[src/dma_settings.svh]
`ifndef DMA_SETTINGS_SVH
`define DMA_SETTINGS_SVH

// AXI address width in bits
`define DMA_ADDR_WIDTH 16
// AXI read data and stream data width in bits
`define DMA_DATA_WIDTH 32
// width of the descriptor byte length
`define DMA_LEN_WIDTH 20
// largest burst in beats
`define DMA_MAX_BURST_LEN 16
// outstanding descriptors between request and data side
`define DMA_QUEUE_DEPTH 4
// no burst may cross this boundary
`define DMA_PAGE_BYTES 4096

`endif
[src/axi_bus_pkg.sv]
`default_nettype none

`include "dma_settings.svh"

// word types of the AXI read channels and the output stream
package axi_bus_pkg;

    localparam int BYTES_PER_BEAT = `DMA_DATA_WIDTH / 8;
    // log2 of bytes per beat, turns byte counts into beat counts
    localparam int BEAT_SHIFT = $clog2(BYTES_PER_BEAT);

    typedef logic [`DMA_ADDR_WIDTH-1:0] addr_t;
    typedef logic [`DMA_DATA_WIDTH-1:0] data_t;
    typedef logic [BYTES_PER_BEAT-1:0] keep_t;
    // AXI4 burst length, beats minus one
    typedef logic [7:0] arlen_t;
    typedef logic [`DMA_LEN_WIDTH-1:0] len_t;

endpackage

`default_nettype wire

[src/dma_cmd_pkg.sv]
`default_nettype none

`include "dma_settings.svh"

// per-descriptor command handed from the request side to the data side
package dma_cmd_pkg;

    // byte lane inside one beat
    typedef logic [axi_bus_pkg::BEAT_SHIFT-1:0] offset_t;

    // beat counter, one spare bit above the longest transfer
    typedef logic [`DMA_LEN_WIDTH-axi_bus_pkg::BEAT_SHIFT:0] cycle_count_t;

    typedef struct packed {
        // shift applied to the joined pair of R beats
        offset_t offset;
        // valid bytes in the final stream beat, 0 means all
        offset_t last_cycle_offset;
        // first R beat is only saved, no stream beat comes out
        logic bubble_cycle;
        // R beats minus one
        cycle_count_t input_cycle_count;
        // stream beats minus one
        cycle_count_t output_cycle_count;
    } rd_cmd_t;

endpackage

`default_nettype wire

[src/axi_dma_rd.sv]
`timescale 1ns/1ps
`default_nettype none

`include "dma_settings.svh"

// read DMA, descriptors in, AXI read bursts out, aligned byte stream back
module axi_dma_rd (
    input  wire                     aclk,
    input  wire                     aresetn,
    input  wire axi_bus_pkg::addr_t desc_addr,
    input  wire axi_bus_pkg::len_t  desc_len,
    input  wire                     desc_valid,
    output logic                    desc_ready,
    output axi_bus_pkg::addr_t      araddr,
    output axi_bus_pkg::arlen_t     arlen,
    output logic                    arvalid,
    input  wire                     arready,
    input  wire axi_bus_pkg::data_t rdata,
    input  wire                     rvalid,
    output logic                    rready,
    output axi_bus_pkg::data_t      tdata,
    output axi_bus_pkg::keep_t      tkeep,
    output logic                    tlast,
    output logic                    tvalid,
    input  wire                     tready,
    output logic                    status_valid
);

    dma_cmd_pkg::rd_cmd_t cmd_wr_data;
    dma_cmd_pkg::rd_cmd_t cmd_rd_data;
    logic cmd_wr_valid;
    logic cmd_wr_ready;
    logic cmd_rd_valid;
    logic cmd_rd_ready;
    axi_bus_pkg::data_t out_data;
    axi_bus_pkg::keep_t out_keep;
    logic out_last;
    logic out_valid;
    logic in_ready;
    logic in_ready_early;

    dma_rd_burst_gen u_burst_gen (
        .aclk         (aclk),
        .aresetn      (aresetn),
        .desc_addr    (desc_addr),
        .desc_len     (desc_len),
        .desc_valid   (desc_valid),
        .desc_ready   (desc_ready),
        .araddr       (araddr),
        .arlen        (arlen),
        .arvalid      (arvalid),
        .arready      (arready),
        .cmd_wr_data  (cmd_wr_data),
        .cmd_wr_valid (cmd_wr_valid),
        .cmd_wr_ready (cmd_wr_ready)
    );

    // lets the request side run ahead by up to the queue depth
    cmd_queue #(
        .item_t (dma_cmd_pkg::rd_cmd_t),
        .DEPTH  (`DMA_QUEUE_DEPTH)
    ) u_cmd_queue (
        .aclk     (aclk),
        .aresetn  (aresetn),
        .wr_data  (cmd_wr_data),
        .wr_valid (cmd_wr_valid),
        .wr_ready (cmd_wr_ready),
        .rd_data  (cmd_rd_data),
        .rd_valid (cmd_rd_valid),
        .rd_ready (cmd_rd_ready)
    );

    dma_rd_align u_align (
        .aclk           (aclk),
        .aresetn        (aresetn),
        .cmd_rd_data    (cmd_rd_data),
        .cmd_rd_valid   (cmd_rd_valid),
        .cmd_rd_ready   (cmd_rd_ready),
        .rdata          (rdata),
        .rvalid         (rvalid),
        .rready         (rready),
        .out_data       (out_data),
        .out_keep       (out_keep),
        .out_last       (out_last),
        .out_valid      (out_valid),
        .in_ready       (in_ready),
        .in_ready_early (in_ready_early),
        .status_valid   (status_valid)
    );

    axis_skid_reg u_skid (
        .aclk           (aclk),
        .aresetn        (aresetn),
        .in_data        (out_data),
        .in_keep        (out_keep),
        .in_last        (out_last),
        .in_valid       (out_valid),
        .in_ready       (in_ready),
        .in_ready_early (in_ready_early),
        .tdata          (tdata),
        .tkeep          (tkeep),
        .tlast          (tlast),
        .tvalid         (tvalid),
        .tready         (tready)
    );

endmodule

`default_nettype wire

[src/axis_skid_reg.sv]
`timescale 1ns/1ps
`default_nettype none

// stream output register with one extra slot to cover registered ready
module axis_skid_reg (
    input  wire                     aclk,
    input  wire                     aresetn,
    input  wire axi_bus_pkg::data_t in_data,
    input  wire axi_bus_pkg::keep_t in_keep,
    input  wire                     in_last,
    input  wire                     in_valid,
    output logic                    in_ready,
    output logic                    in_ready_early,
    output axi_bus_pkg::data_t      tdata,
    output axi_bus_pkg::keep_t      tkeep,
    output logic                    tlast,
    output logic                    tvalid,
    input  wire                     tready
);

    axi_bus_pkg::data_t tmp_data;
    axi_bus_pkg::keep_t tmp_keep;
    logic tmp_last;
    logic tmp_valid;
    logic to_out;
    logic to_tmp;
    logic tmp_to_out;

    // ready next cycle unless the temp slot could end up needed twice
    assign in_ready_early = tready || (!tmp_valid && (!tvalid || !in_valid));

    always_comb begin
        to_out = 1'b0;
        to_tmp = 1'b0;
        tmp_to_out = 1'b0;
        if (in_ready) begin
            if (tready || !tvalid) begin
                to_out = 1'b1;
            end else begin
                to_tmp = 1'b1;
            end
        end else if (tready) begin
            tmp_to_out = 1'b1;
        end
    end

    always_ff @(posedge aclk) begin
        if (!aresetn) begin
            in_ready <= 1'b0;
            tvalid <= 1'b0;
            tmp_valid <= 1'b0;
        end else begin
            in_ready <= in_ready_early;
            if (to_out) begin
                tvalid <= in_valid;
            end else if (tmp_to_out) begin
                tvalid <= tmp_valid;
            end
            if (to_tmp) begin
                tmp_valid <= in_valid;
            end else if (tmp_to_out) begin
                tmp_valid <= 1'b0;
            end
        end

        if (to_out) begin
            tdata <= in_data;
            tkeep <= in_keep;
            tlast <= in_last;
        end else if (tmp_to_out) begin
            tdata <= tmp_data;
            tkeep <= tmp_keep;
            tlast <= tmp_last;
        end
        if (to_tmp) begin
            tmp_data <= in_data;
            tmp_keep <= in_keep;
            tmp_last <= in_last;
        end
    end

endmodule

`default_nettype wire

[src/dma_rd_align.sv]
`timescale 1ns/1ps
`default_nettype none

// data side, realigns R beats to lane 0 and marks the end of each descriptor
module dma_rd_align (
    input  wire                       aclk,
    input  wire                       aresetn,
    input  wire dma_cmd_pkg::rd_cmd_t cmd_rd_data,
    input  wire                       cmd_rd_valid,
    output logic                      cmd_rd_ready,
    input  wire axi_bus_pkg::data_t   rdata,
    input  wire                       rvalid,
    output logic                      rready,
    output axi_bus_pkg::data_t        out_data,
    output axi_bus_pkg::keep_t        out_keep,
    output logic                      out_last,
    output logic                      out_valid,
    input  wire                       in_ready,
    input  wire                       in_ready_early,
    output logic                      status_valid
);

    localparam int BYTES = axi_bus_pkg::BYTES_PER_BEAT;

    typedef enum logic {idle, read} state_t;

    state_t state;
    dma_cmd_pkg::offset_t offset_reg;
    dma_cmd_pkg::offset_t last_off_reg;
    dma_cmd_pkg::cycle_count_t in_count;
    dma_cmd_pkg::cycle_count_t out_count;
    logic in_active;
    logic in_active_next;
    logic bubble_reg;
    logic out_last_reg;
    axi_bus_pkg::data_t save_reg;
    logic [2*$bits(axi_bus_pkg::data_t)-1:0] pair;
    logic r_fire;
    logic step;
    logic finish;

    assign cmd_rd_ready = (state == idle);
    assign r_fire = rready && rvalid;

    // one step per R beat, or per cycle once all R beats are in
    assign step = (state == read) && in_ready && (r_fire || !in_active);
    assign out_valid = step && !bubble_reg;
    assign out_last = out_last_reg;
    assign finish = out_valid && out_last_reg;
    assign in_active_next = (step && in_active) ? (in_count != '0) : in_active;

    // the saved beat supplies the low bytes, the new beat the high bytes
    assign pair = {rdata, save_reg};
    assign out_data = axi_bus_pkg::data_t'(pair >> ((BYTES - offset_reg) * 8));

    always_comb begin
        out_keep = '1;
        if (out_last_reg && last_off_reg != '0) begin
            out_keep = axi_bus_pkg::keep_t'('1) >> (BYTES - last_off_reg);
        end
    end

    always_ff @(posedge aclk) begin
        if (!aresetn) begin
            state <= idle;
            rready <= 1'b0;
            status_valid <= 1'b0;
            in_active <= 1'b0;
        end else begin
            status_valid <= finish;
            case (state)
                idle: begin
                    rready <= cmd_rd_valid && in_ready_early;
                    if (cmd_rd_valid) begin
                        state <= read;
                        in_active <= 1'b1;
                    end
                end
                read: begin
                    rready <= in_ready_early && in_active_next && !finish;
                    in_active <= in_active_next;
                    if (finish) begin
                        state <= idle;
                    end
                end
                default: state <= idle;
            endcase
        end

        if (cmd_rd_valid && cmd_rd_ready) begin
            offset_reg <= cmd_rd_data.offset;
            last_off_reg <= cmd_rd_data.last_cycle_offset;
            bubble_reg <= cmd_rd_data.bubble_cycle;
            in_count <= cmd_rd_data.input_cycle_count;
            out_count <= cmd_rd_data.output_cycle_count;
            out_last_reg <= (cmd_rd_data.output_cycle_count == '0);
        end else if (step) begin
            bubble_reg <= 1'b0;
            if (in_active) begin
                in_count <= in_count - 1'b1;
            end
            if (!bubble_reg) begin
                out_count <= out_count - 1'b1;
                out_last_reg <= (out_count == dma_cmd_pkg::cycle_count_t'(1));
            end
        end

        if (step && r_fire) begin
            save_reg <= rdata;
        end
    end

endmodule

`default_nettype wire

[src/dma_rd_burst_gen.sv]
`timescale 1ns/1ps
`default_nettype none

`include "dma_settings.svh"

// accepts descriptors and splits each one into AXI read bursts
module dma_rd_burst_gen (
    input  wire                      aclk,
    input  wire                      aresetn,
    input  wire axi_bus_pkg::addr_t  desc_addr,
    input  wire axi_bus_pkg::len_t   desc_len,
    input  wire                      desc_valid,
    output logic                     desc_ready,
    output axi_bus_pkg::addr_t       araddr,
    output axi_bus_pkg::arlen_t      arlen,
    output logic                     arvalid,
    input  wire                      arready,
    output dma_cmd_pkg::rd_cmd_t     cmd_wr_data,
    output logic                     cmd_wr_valid,
    input  wire                      cmd_wr_ready
);

    localparam int SHIFT = axi_bus_pkg::BEAT_SHIFT;
    localparam int PAGE_SHIFT = $clog2(`DMA_PAGE_BYTES);
    localparam axi_bus_pkg::len_t MAX_BURST_BYTES =
        axi_bus_pkg::len_t'(`DMA_MAX_BURST_LEN * axi_bus_pkg::BYTES_PER_BEAT);
    localparam axi_bus_pkg::len_t PAGE_BYTES = axi_bus_pkg::len_t'(`DMA_PAGE_BYTES);

    typedef enum logic {idle, start} state_t;

    state_t state;
    axi_bus_pkg::addr_t addr_reg;
    axi_bus_pkg::len_t remain_reg;
    axi_bus_pkg::len_t lane_len;
    axi_bus_pkg::len_t page_room;
    axi_bus_pkg::len_t burst_bytes;
    logic [SHIFT-1:0] desc_lane;
    logic [`DMA_LEN_WIDTH:0] in_span;
    logic issue;

    assign desc_lane = desc_addr[SHIFT-1:0];
    assign desc_ready = (state == idle) && cmd_wr_ready;
    assign cmd_wr_valid = desc_valid && desc_ready;
    // the next burst is only worked out once the previous AR is gone
    assign issue = (state == start) && !arvalid;

    // beats the data side will see, counted from the lane of the start address
    assign in_span = {1'b0, desc_len} + (`DMA_LEN_WIDTH + 1)'(desc_lane) - 1'b1;

    always_comb begin
        cmd_wr_data.offset =
            dma_cmd_pkg::offset_t'(axi_bus_pkg::BYTES_PER_BEAT - desc_lane);
        cmd_wr_data.last_cycle_offset = desc_len[SHIFT-1:0];
        cmd_wr_data.bubble_cycle = (desc_lane != '0);
        cmd_wr_data.input_cycle_count = dma_cmd_pkg::cycle_count_t'(in_span >> SHIFT);
        cmd_wr_data.output_cycle_count =
            dma_cmd_pkg::cycle_count_t'((desc_len - 1'b1) >> SHIFT);
    end

    // burst size: remaining bytes, capped by max burst and by the page end
    assign lane_len = axi_bus_pkg::len_t'(addr_reg[SHIFT-1:0]);
    assign page_room = PAGE_BYTES - axi_bus_pkg::len_t'(addr_reg[PAGE_SHIFT-1:0]);

    always_comb begin
        if (remain_reg <= MAX_BURST_BYTES - lane_len) begin
            burst_bytes = remain_reg;
        end else begin
            burst_bytes = MAX_BURST_BYTES - lane_len;
        end
        if (burst_bytes > page_room) begin
            burst_bytes = page_room;
        end
    end

    always_ff @(posedge aclk) begin
        if (!aresetn) begin
            state <= idle;
            arvalid <= 1'b0;
        end else begin
            if (issue) begin
                arvalid <= 1'b1;
            end else if (arready) begin
                arvalid <= 1'b0;
            end
            case (state)
                idle: begin
                    if (cmd_wr_valid) begin
                        state <= start;
                    end
                end
                start: begin
                    if (issue && remain_reg == burst_bytes) begin
                        state <= idle;
                    end
                end
                default: state <= idle;
            endcase
        end

        if (cmd_wr_valid) begin
            addr_reg <= desc_addr;
            remain_reg <= desc_len;
        end else if (issue) begin
            addr_reg <= addr_reg + axi_bus_pkg::addr_t'(burst_bytes);
            remain_reg <= remain_reg - burst_bytes;
        end

        if (issue) begin
            araddr <= addr_reg;
            arlen <= axi_bus_pkg::arlen_t'((burst_bytes + lane_len - 1'b1) >> SHIFT);
        end
    end

endmodule

`default_nettype wire

[src/cmd_queue.sv]
`timescale 1ns/1ps
`default_nettype none

// small FIFO, head item is visible on rd_data while rd_valid is high
module cmd_queue #(
    parameter type item_t = logic,
    parameter int DEPTH = 4
) (
    input  wire        aclk,
    input  wire        aresetn,
    input  wire item_t wr_data,
    input  wire        wr_valid,
    output logic       wr_ready,
    output item_t      rd_data,
    output logic       rd_valid,
    input  wire        rd_ready
);

    localparam int PTR_W = (DEPTH > 1) ? $clog2(DEPTH) : 1;

    item_t mem [DEPTH];
    logic [PTR_W-1:0] wr_ptr;
    logic [PTR_W-1:0] rd_ptr;
    logic [PTR_W:0] count;
    logic push;
    logic pop;

    function automatic logic [PTR_W-1:0] next_ptr(input logic [PTR_W-1:0] p);
        return (p == PTR_W'(DEPTH - 1)) ? '0 : p + 1'b1;
    endfunction

    assign wr_ready = (count != (PTR_W + 1)'(DEPTH));
    assign rd_valid = (count != '0);
    assign rd_data = mem[rd_ptr];
    assign push = wr_valid && wr_ready;
    assign pop = rd_valid && rd_ready;

    always_ff @(posedge aclk) begin
        if (!aresetn) begin
            wr_ptr <= '0;
            rd_ptr <= '0;
            count <= '0;
        end else begin
            if (push) begin
                wr_ptr <= next_ptr(wr_ptr);
            end
            if (pop) begin
                rd_ptr <= next_ptr(rd_ptr);
            end
            // simultaneous push and pop leaves the fill level alone
            if (push && !pop) begin
                count <= count + 1'b1;
            end else if (pop && !push) begin
                count <= count - 1'b1;
            end
        end
    end

    always_ff @(posedge aclk) begin
        if (push) begin
            mem[wr_ptr] <= wr_data;
        end
    end

endmodule

`default_nettype wire

[config.mk]
export PLATFORM = sky130hd
export DESIGN_NAME = axi_dma_rd
export DESIGN_NICKNAME = d
export VERILOG_FILES = /design/src/axi_bus_pkg.sv /design/src/dma_cmd_pkg.sv /design/src/axi_dma_rd.sv /design/src/axis_skid_reg.sv /design/src/dma_rd_align.sv /design/src/dma_rd_burst_gen.sv /design/src/cmd_queue.sv
export VERILOG_INCLUDE_DIRS = /design/src /design/src/src
export SDC_FILE = /design/constraint.sdc
export NUM_CORES = 1
export LEC_CHECK = 0
export BUFFER_PORTS_ARGS = -buffer_cell sky130_fd_sc_hd__buf_4
export CAP_MARGIN = 10
export CORE_MARGIN = 1
export CORE_UTILIZATION = 59
export CTS_CLUSTER_SIZE = 8
export DETAILED_ROUTE_END_ITERATION = 12
export PLACE_DENSITY = 0.78
export RECOVER_POWER = 50
export SLEW_MARGIN = 20
export SYNTH_ARGS = -nofsm -noshare
export SYNTH_HDL_FRONTEND = slang
export SYNTH_SLANG_ARGS = --single-unit
[constraint.sdc]
create_clock -name aclk -period 7.8 [get_ports aclk]
set_input_delay 0.78 -clock aclk [delete_from_list [all_inputs] [get_ports aclk]]
set_output_delay 0.78 -clock aclk [all_outputs]
set_load 0.005 [all_outputs]
Word-level counts from Yosys, hierarchy flattened
Memory sizes are Yosys's and may differ from the RTL's. A register that Yosys moved wholly into a read port is not among the register bits.
Index checks and enable logic that the tools add are counted.

storage, ports and cells
  flip-flop bits (word level) = 226
  RAM bits = 168
  input port bits = 74
  output and inout bits = 66
  logic and storage cells = 162
  memories kept = 1

memory list
  memory           depth  width  read ports  clocked after Yosys merged registers in  wr ports  RTL line         source
  u_cmd_queue.mem  4      42     1           1                                        1         cmd_queue.sv:21  item_t mem [DEPTH];

operators by class
  add/sub/neg operators = 18
  magnitude comparators = 2
  equality and inequality tests = 7
  shift operators = 2
  mux-type cells = 54
  bitwise gates (word level) = 2
  reduce and logical (&&, ||, !) cells = 47

operators with widths
  operator                count
  $mux 19                 6
  $mux 20                 4
  $mux 32                 2
  $shr 64x32->32          1
  $sub 19x1->19 const B   2
  $mux 16                 2
  $shr 4x32->4 const A    1
  $mux 1                  27
  $add 20x2->21           1
  $sub 21x1->21 const B   1
  $eq 20x20->1            1
  $gt 20x20->1            1
  $le 20x20->1            1
  $logic_and 1x1->1       20
  $sub 20x1->20 const B   1
  $sub 20x20->20          1
  $eq 19x1->1 const B     1
  $logic_not 19->1        1
  $reduce_bool 19->1      1
  $reduce_bool 2->1       9
  $add 16x16->16          1
  $sub 13x12->14 const A  1
  $mux 4                  3
  $add 10x2->10           1
  other kinds (19)        42

Depth between registers and ports, before layout
Gate-level depths: netlist of run 1.

  depth after elaboration = 11
  mapped depth = 31
  gate-level depth less buffers = 29

Hierarchy
Synthesis of run 1 repeated with hierarchy kept, for this count alone.

unflattened totals
  cells, all modules = 1634
  area total of the unflattened synthesis = 21252.9 um^2

modules (own cells, without submodules)
  module            times used  cells each  area an instance (um^2)  seq. area each (um^2)
  dma_rd_burst_gen  1           750         6685.2                   1841.8
  cmd_queue         1           276         6680.2                   5345.1
  dma_rd_align      1           475         5037.3                   2362.3
  axis_skid_reg     1           133         2850.2                   2282.2

Worst setup path before layout of run 1
No wires, ideal clock.

  path type = reg2reg
  from = register u_burst_gen.addr_reg[0]
  to = register u_burst_gen.addr_reg[14], data pin
  library setup time = 0.266 ns
  arrival time = 5.933 ns
  required time = 7.534 ns
  slack = 1.601 ns
  cell stages (with the launch flop) = 29
  buffers on the path = 2
  clock period less this slack = 6.199 ns
  path through = edfxtp_1 > inv_1 > ha_1 > inv_2 > ha_1 > nand2_1 > a211o_1 > a22oi_1 > o21ai_1 > a21oi_2 > buf_4 > mux2_2 > ha_1 > nand2_1 > nor3_1 > o21ai_1 > a41oi_1 > nand2b_1 > clkbuf_1 > mux2i_1 > ha_1 > fa_1 > a211oi_1 > nor3_1 > o31ai_1 > o211ai_1 > a21oi_1 > xor2_1 > o21ai_1

on the way
  longest elaborated chain between the ends = 8
  elaborated cells on any way between the ends = 9
  classes of those cells = add/sub: 3; order compare: 2; mux: 4

RTL lines
  what                      RTL line                                        source
  start: declaration        dma_rd_burst_gen.sv:32                          axi_bus_pkg::addr_t addr_reg;
  start signal: assignment  dma_rd_burst_gen.sv:101                         addr_reg <= desc_addr;
  start signal: assignment  dma_rd_burst_gen.sv:104                         addr_reg <= addr_reg + axi_bus_pkg::addr_t'(burst_bytes);
  $sub 7x2->8               dma_rd_burst_gen.sv:65, dma_rd_burst_gen.sv:68
  $le 20x20->1              dma_rd_burst_gen.sv:65                          if (remain_reg <= MAX_BURST_BYTES - lane_len) begin
  $mux 20                   dma_rd_burst_gen.sv:65
  $gt 20x20->1              dma_rd_burst_gen.sv:70                          if (burst_bytes > page_room) begin
  $mux 20                   dma_rd_burst_gen.sv:70
  $add 16x16->16 *          dma_rd_burst_gen.sv:104
  $mux 16 *                 dma_rd_burst_gen.sv:103                         end else if (issue) begin
  $mux 16 *                 dma_rd_burst_gen.sv:100                         if (cmd_wr_valid) begin

Mark *: on every way between the ends. The rest lies on a longest branch, timed or not. The select of a mux whose other input is x is not followed.
A chain may end at the register's enable or synchronous reset.

Worst setup path after layout of run 1
Ends and elaborated chain as after synthesis.

==> results.toml, run 1 <==
[status]
status = "finished, violations left"
violations = "capacitance limit, slew limit"

[floorplan]
fp.coreArea_um2 = 34700
dieArea_um2 = 36200
start_util_pct = 60.2
num_io_pins = 140
die_y_um = 190
die_w_um = 190
fp-row-count = 68

[timing]
final-setup-viol-count = 0
worst_slack_ns = 0.795
grt_setup_unrepaired = "false"
period_share_pct = 89.8
max-slew-margin-rel_pct = -137
slew_violations = 507
hold_viol = 0
setup_tns_ns = 0
tightest_slew_ns = 3.56
min_period_ns = 7.01
clock_skew_ns = 0.0326
max_freq_ghz = 0.143

[worst_setup_path]
ff2ff_path_depth = 25
critPathKind = "reg2reg"
worstPathArrival_ns = 7.30
endpoint_kind = "flip-flop"
cp_max_fo = 12
startpoint_type = "flip-flop"
worst_path_most_repeated_cell = "ha_1"
cpPeakStageDelay_ns = 0.55
cp_slowest_cell = "o31ai_1"
critPathRequiredTime_ns = 8.09

[synthesis]
synth_warnings = 0
synth.avg_cell_area_um2 = 12.8
synth_area_um2 = 20900
ys_ff_latch = 396
ys_types = 76
synth_area_leaders = "edfxtp_1 54%, ha_1 6.4%, mux4_2 6.3%"
synth.largest_area_cell = "edfxtp_1"
yosysSeqAreaShare_pct = 56.0
synth_ff_type = "edfxtp_1"
synth-edff-count = 378
async_reset_ff_share_pct = 0
syn-instance-count = 1632
synth_top_area_share_pct = 54.3
synth_commonest_cells = "378 x edfxtp_1, 125 x nand2_1, 107 x ha_1"
synth.most_common_cell = "edfxtp_1"

[placed_design]
place_inst = 2195
port-buffer-count = 139
dpl_worst_slack_ns = 0.881
post-dp-hpwl_um = 31600
gp_congestion = 0.882

[clock_tree]
postCtsSetupBuffers = 0
holdBufCountCts = 0
cts.clk_slew.worst_paths_ns = 0.05
cts_root_buf = "clkbuf_16"
insertion_delay_ns = 0.58
cts_resized = 0
cts.sinks = 396
cts_tree = "built"
cts_made_buffers = 55
h-tree-depth = 2
cts_buffer_depth = 3

[global_routing]
antenna_found_initial = 2
grt_max_degree = 70
grt_pass1_wl_um = 74400
track_usage_pct = 26.5
grt_pass1_vias = 13800
grt_overflow = 0

[layout]
fill_cells = 2451
finalNonFillerCells = 2299
syn2layout_area_growth_pct = 14.0
drive_gt1_share_pct = 15.6
largest_reg_flops = 168
regMostFlops = "u_cmd_queue.mem"
fin_nets = 1983

[pwr]
p_per_area_nw_per_um2 = 429
comb_power_share_pct = 44.2
peakVddDrop_mv = 0.332
switchingPower_uw = 3780
leakagePower_uw = 0.00860
clkPwrFrac_pct = 21.3
intPower_uw = 6430
swShare_pct = 37.1
pwr-share-seq_pct = 34.5

[route]
vias = 14000
wire_per_inst_um = 20.5
viasPerCell = 6.11
drt-initial-drc-count = 1163
dr.pass1.iters = 5
ant_nets = 0
wl_um = 47100
drc = 0

[job]
drv_cap = 12

[hold_path]
whs_path_depth = 1
min_path_type = "in2reg"
[stage by stage]
| step | hold WS, ns | utilization [%] | total power, uW | area [um2] |
|---|---|---|---|---|
| global placement | 0.441 | 64.7 | 7890 | 22500 |
| detailed placement | 0.454 | 64.7 | 8010 | 22500 |
| CTS | 0.373 | 69.3 | 10200 | 24000 |
| finish | 0.451 | 68.6 | 10200 | 23800 |
| global route | 0.463 | 68.6 | 10900 | 23800 |
| floorplan | 0.433 | - | 6770 | 20900 |
[path summary, 6_finish.rpt]
path                                                from                  endpoint  slack [ns]
worst max-delay path             u_burst_gen.addr_reg[0]  u_burst_gen.addr_reg[14]        0.79
worst min-delay path                           rdata[30]      u_align.save_reg[30]        0.45
worst min register to register  u_burst_gen.addr_reg[12]    u_burst_gen.araddr[12]        0.46
worst max register to register   u_burst_gen.addr_reg[0]  u_burst_gen.addr_reg[14]        0.79
[logic make-up after synthesis]
kind of cell	after synthesis	share of synthesized area (%)
flops	396	56.0
compound gates	324	9.66
xor+xnor	102	4.28
simple gates	406	9.54
other cells	2	0.0359
fa+ha+maj	112	6.89
mux	150	11.0
buf+inv	140	2.60
[placed cells by master, fill, tap and decap left out, drive strengths merged, types with 18 or more instances in the layout]
master / count
o21ai: 94
xor2: 34
nand2: 125
nor2: 104
mux4: 58
nor2b: 20
nor4: 18
nand3: 21
edfxtp: 378
xnor2: 68
buf: 43
a21oi: 92
mux2: 50
ha: 107
o22ai: 19
nor3: 32
mux2i: 42
inv: 82
clkbuf: 212
dfxtp: 18
[final cells by class]
cell class                 count  area (um2)  share of cell area (%)
antenna                        1        2.50                  0.0105
clock buffer                  99        1540                    6.47
multi-input combinational   1109        8710                    36.6
tap                          455         569                    2.39
clock inverter                 4        31.3                   0.131
inverter                      79         297                    1.25
sequential                   396       11700                    49.2
timing repair buffer         156         950                    3.99
[layer usage]
metal | GRT usage (%) | up-vias | wire length [um]
met3 | 4.13 | 93 | 3440
met5 | 0 | - | 0
met4 | 9.11 | 0 | 1400
li1 | - | 6505 | -
met1 | 36.3 | 6921 | 19600
met2 | 43.3 | 522 | 22700
[power by group through the flow]
stage	Combinational (uW)	Sequential, uW	Clock, uW
after floorplan	3330	3440	0
after global placement	4370	3520	0
after detailed placement	4470	3540	0
after CTS	4530	3510	2210
after global routing	5030	3570	2300
final	4510	3520	2180
[worst max-delay path, delay by kind of cell, from the launching register on]
| family | cells | cell delay [ns] |
|---|---|---|
| muxes | 2 | 0.59 |
| and+or+nand+nor | 4 | 0.73 |
| AOI/OAI and AO/OA | 11 | 2.86 |
| xor gates and xnor gates | 1 | 0.16 |
| adders and majority gates | 5 | 1.55 |
| DFF | 1 | 0.50 |
| buffers and inverters | 2 | 0.34 |
Note: power is estimated with default switching activity, not from simulation.
==> run 2: changes to the inputs <==
==> constraint.sdc (replaced) <==
create_clock -name aclk -period 7.8 [get_ports aclk]
set_input_delay 1.56 -clock aclk [delete_from_list [all_inputs] [get_ports aclk]]
set_output_delay 1.56 -clock aclk [all_outputs]
set_load 0.005 [all_outputs]
==> run 2 against run 1 <==
  * The run still ends with capacitance limit, slew limit left
  * Critical path depth unchanged
  * Sequential cell count did not move
  * Die area unchanged
  * Combinational power is essentially flat
  * Critical path type unchanged
  * Highest routed layer unchanged
==> results.toml, run 2 (synthesis gave the netlist of run 1 again) <==
[global_routing]
track_usage_pct = 26.5
antenna_found_initial = 2
grt_overflow = 0
grt_pass1_wl_um = 74400
grt_pass1_vias = 13800
grt_max_degree = 70

[clock_tree]
cts_buffer_depth = 3
insertion_delay_ns = 0.58
postCtsSetupBuffers = 0
h-tree-depth = 2
cts_made_buffers = 55
cts_resized = 0
cts.clk_slew.worst_paths_ns = 0.05
cts_tree = "built"
cts.sinks = 396
holdBufCountCts = 0
cts_root_buf = "clkbuf_16"

[layout]
regMostFlops = "u_cmd_queue.mem"
fin_nets = 1983
final_cell_mix = "378 x edfxtp_1, 125 x nand2_1, 106 x ha_1"
largest_reg_flops = 168
finalNonFillerCells = 2299
layout_commonest_cell = "edfxtp_1"
post-route-cell-area_um2 = 23800
syn2layout_area_growth_pct = 14.1
drive_gt1_share_pct = 16.0

[timing]
period_share_pct = 89.9
clock_skew_ns = 0.0316
slew_violations = 506
hold_viol = 0
grt_setup_unrepaired = "false"
max-slew-margin-rel_pct = -138
max_freq_ghz = 0.143
tightest_slew_ns = 3.56
setup_tns_ns = 0
holdWs_ns = 0.460
final-setup-viol-count = 0
min_period_ns = 7.01

[pwr]
clkPwrFrac_pct = 21.3
peakVddDrop_mv = 0.330
pwr-share-seq_pct = 34.4
comb_power_share_pct = 44.3
switchingPower_uw = 3780
intPower_uw = 6450
leakagePower_uw = 0.00864
swShare_pct = 37.0
p_per_area_nw_per_um2 = 429

[worst_setup_path]
cpPeakStageDelay_ns = 0.55
startpoint_type = "flip-flop"
worst_path_most_repeated_cell = "ha_1"
cp_slowest_cell = "o31ai_1"
critPathRequiredTime_ns = 8.09
critPathKind = "reg2reg"
endpoint_kind = "flip-flop"
worstPathArrival_ns = 7.30
cp_max_fo = 12

[route]
drc = 0
wl_um = 47200
dr.pass1.iters = 6
drt-initial-drc-count = 1058
wire_per_inst_um = 20.5
viasPerCell = 6.09
ant_nets = 0
vias = 14000

[placed_design]
gp_congestion = 0.882
post-dp-hpwl_um = 31600
place_inst = 2195
postPlaceCellArea_um2 = 22500
port-buffer-count = 139

[floorplan]
dieArea_um2 = 36200
die_w_um = 190
fp.coreArea_um2 = 34700
start_util_pct = 60.2
die_y_um = 190
fp-row-count = 68
num_io_pins = 140

[status]
status = "finished, violations left"
violations = "capacitance limit, slew limit"

[job]
drv_cap = 12

[hold_path]
min_path_type = "reg2reg"
==> run 2: power groups by stage <==
stage / sequential [uW] / combinational (uW) / clock [uW]
2_1_floorplan: 3440 / 3330 / 0
3_3_place_gp: 3520 / 4370 / 0
3_5_place_dp: 3540 / 4470 / 0
4_1_cts: 3510 / 4530 / 2210
5_1_grt: 3580 / 5050 / 2300
6_report: 3520 / 4530 / 2180
==> run 2: per-stage QoR <==
step / setup slack, ns / power (uW) / util, %
after global routing: 0.209 / 10900 / 68.7
after floorplan: 1.60 / 6770 / -
after global placement: 0.932 / 7890 / 64.7
final: 0.790 / 10200 / 68.7
after detailed placement: 0.881 / 8010 / 64.7
after CTS: 0.827 / 10200 / 69.3
==> run 2: metal layers <==
layer  track usage, %  vias up  wire length [um]
met4             9.11        0              1390
met3             4.13       88              3400
li1                 -     6517                 -
met5                0        -                 0
met2             43.3      508             22800
met1             36.3     6886             19600
==> run 2: path summary, 6_finish.rpt <==
| kind | start | to | slack (ns) | cells past startpoint |
|---|---|---|---|---|
| worst max register to register | u_burst_gen.addr_reg[0] | u_burst_gen.addr_reg[14] | 0.79 | 25 |
| worst min-delay path | u_burst_gen.addr_reg[12] | u_burst_gen.araddr[12] | 0.46 | 0 |
| worst min register to register | u_burst_gen.addr_reg[12] | u_burst_gen.araddr[12] | 0.46 | 0 |
| worst max-delay path | u_burst_gen.addr_reg[0] | u_burst_gen.addr_reg[14] | 0.79 | 25 |
==> run 2: layout make-up <==
cell class | count | area [um2]
Antenna cell | 1 | 2.50
Inverter | 79 | 297
Multi-Input combinational cell | 1109 | 8710
Clock inverter | 4 | 31.3
Sequential cell | 396 | 11700
Timing Repair Buffer | 156 | 980
Clock buffer | 99 | 1540
Tap cell | 455 | 569
Fill cell | 2442 | 10900
==> run 2: worst max-delay path, delay by kind of cell (launching register included) <==
kind / cells / cell delay, ns
buffers and inverters: 2 / 0.34
adder cells (fa/ha/maj): 5 / 1.55
AND/OR/NAND/NOR: 4 / 0.73
XOR/XNOR: 1 / 0.16
AO/OA/AOI/OAI: 11 / 2.86
multiplexers: 2 / 0.59
flip-flops: 1 / 0.50
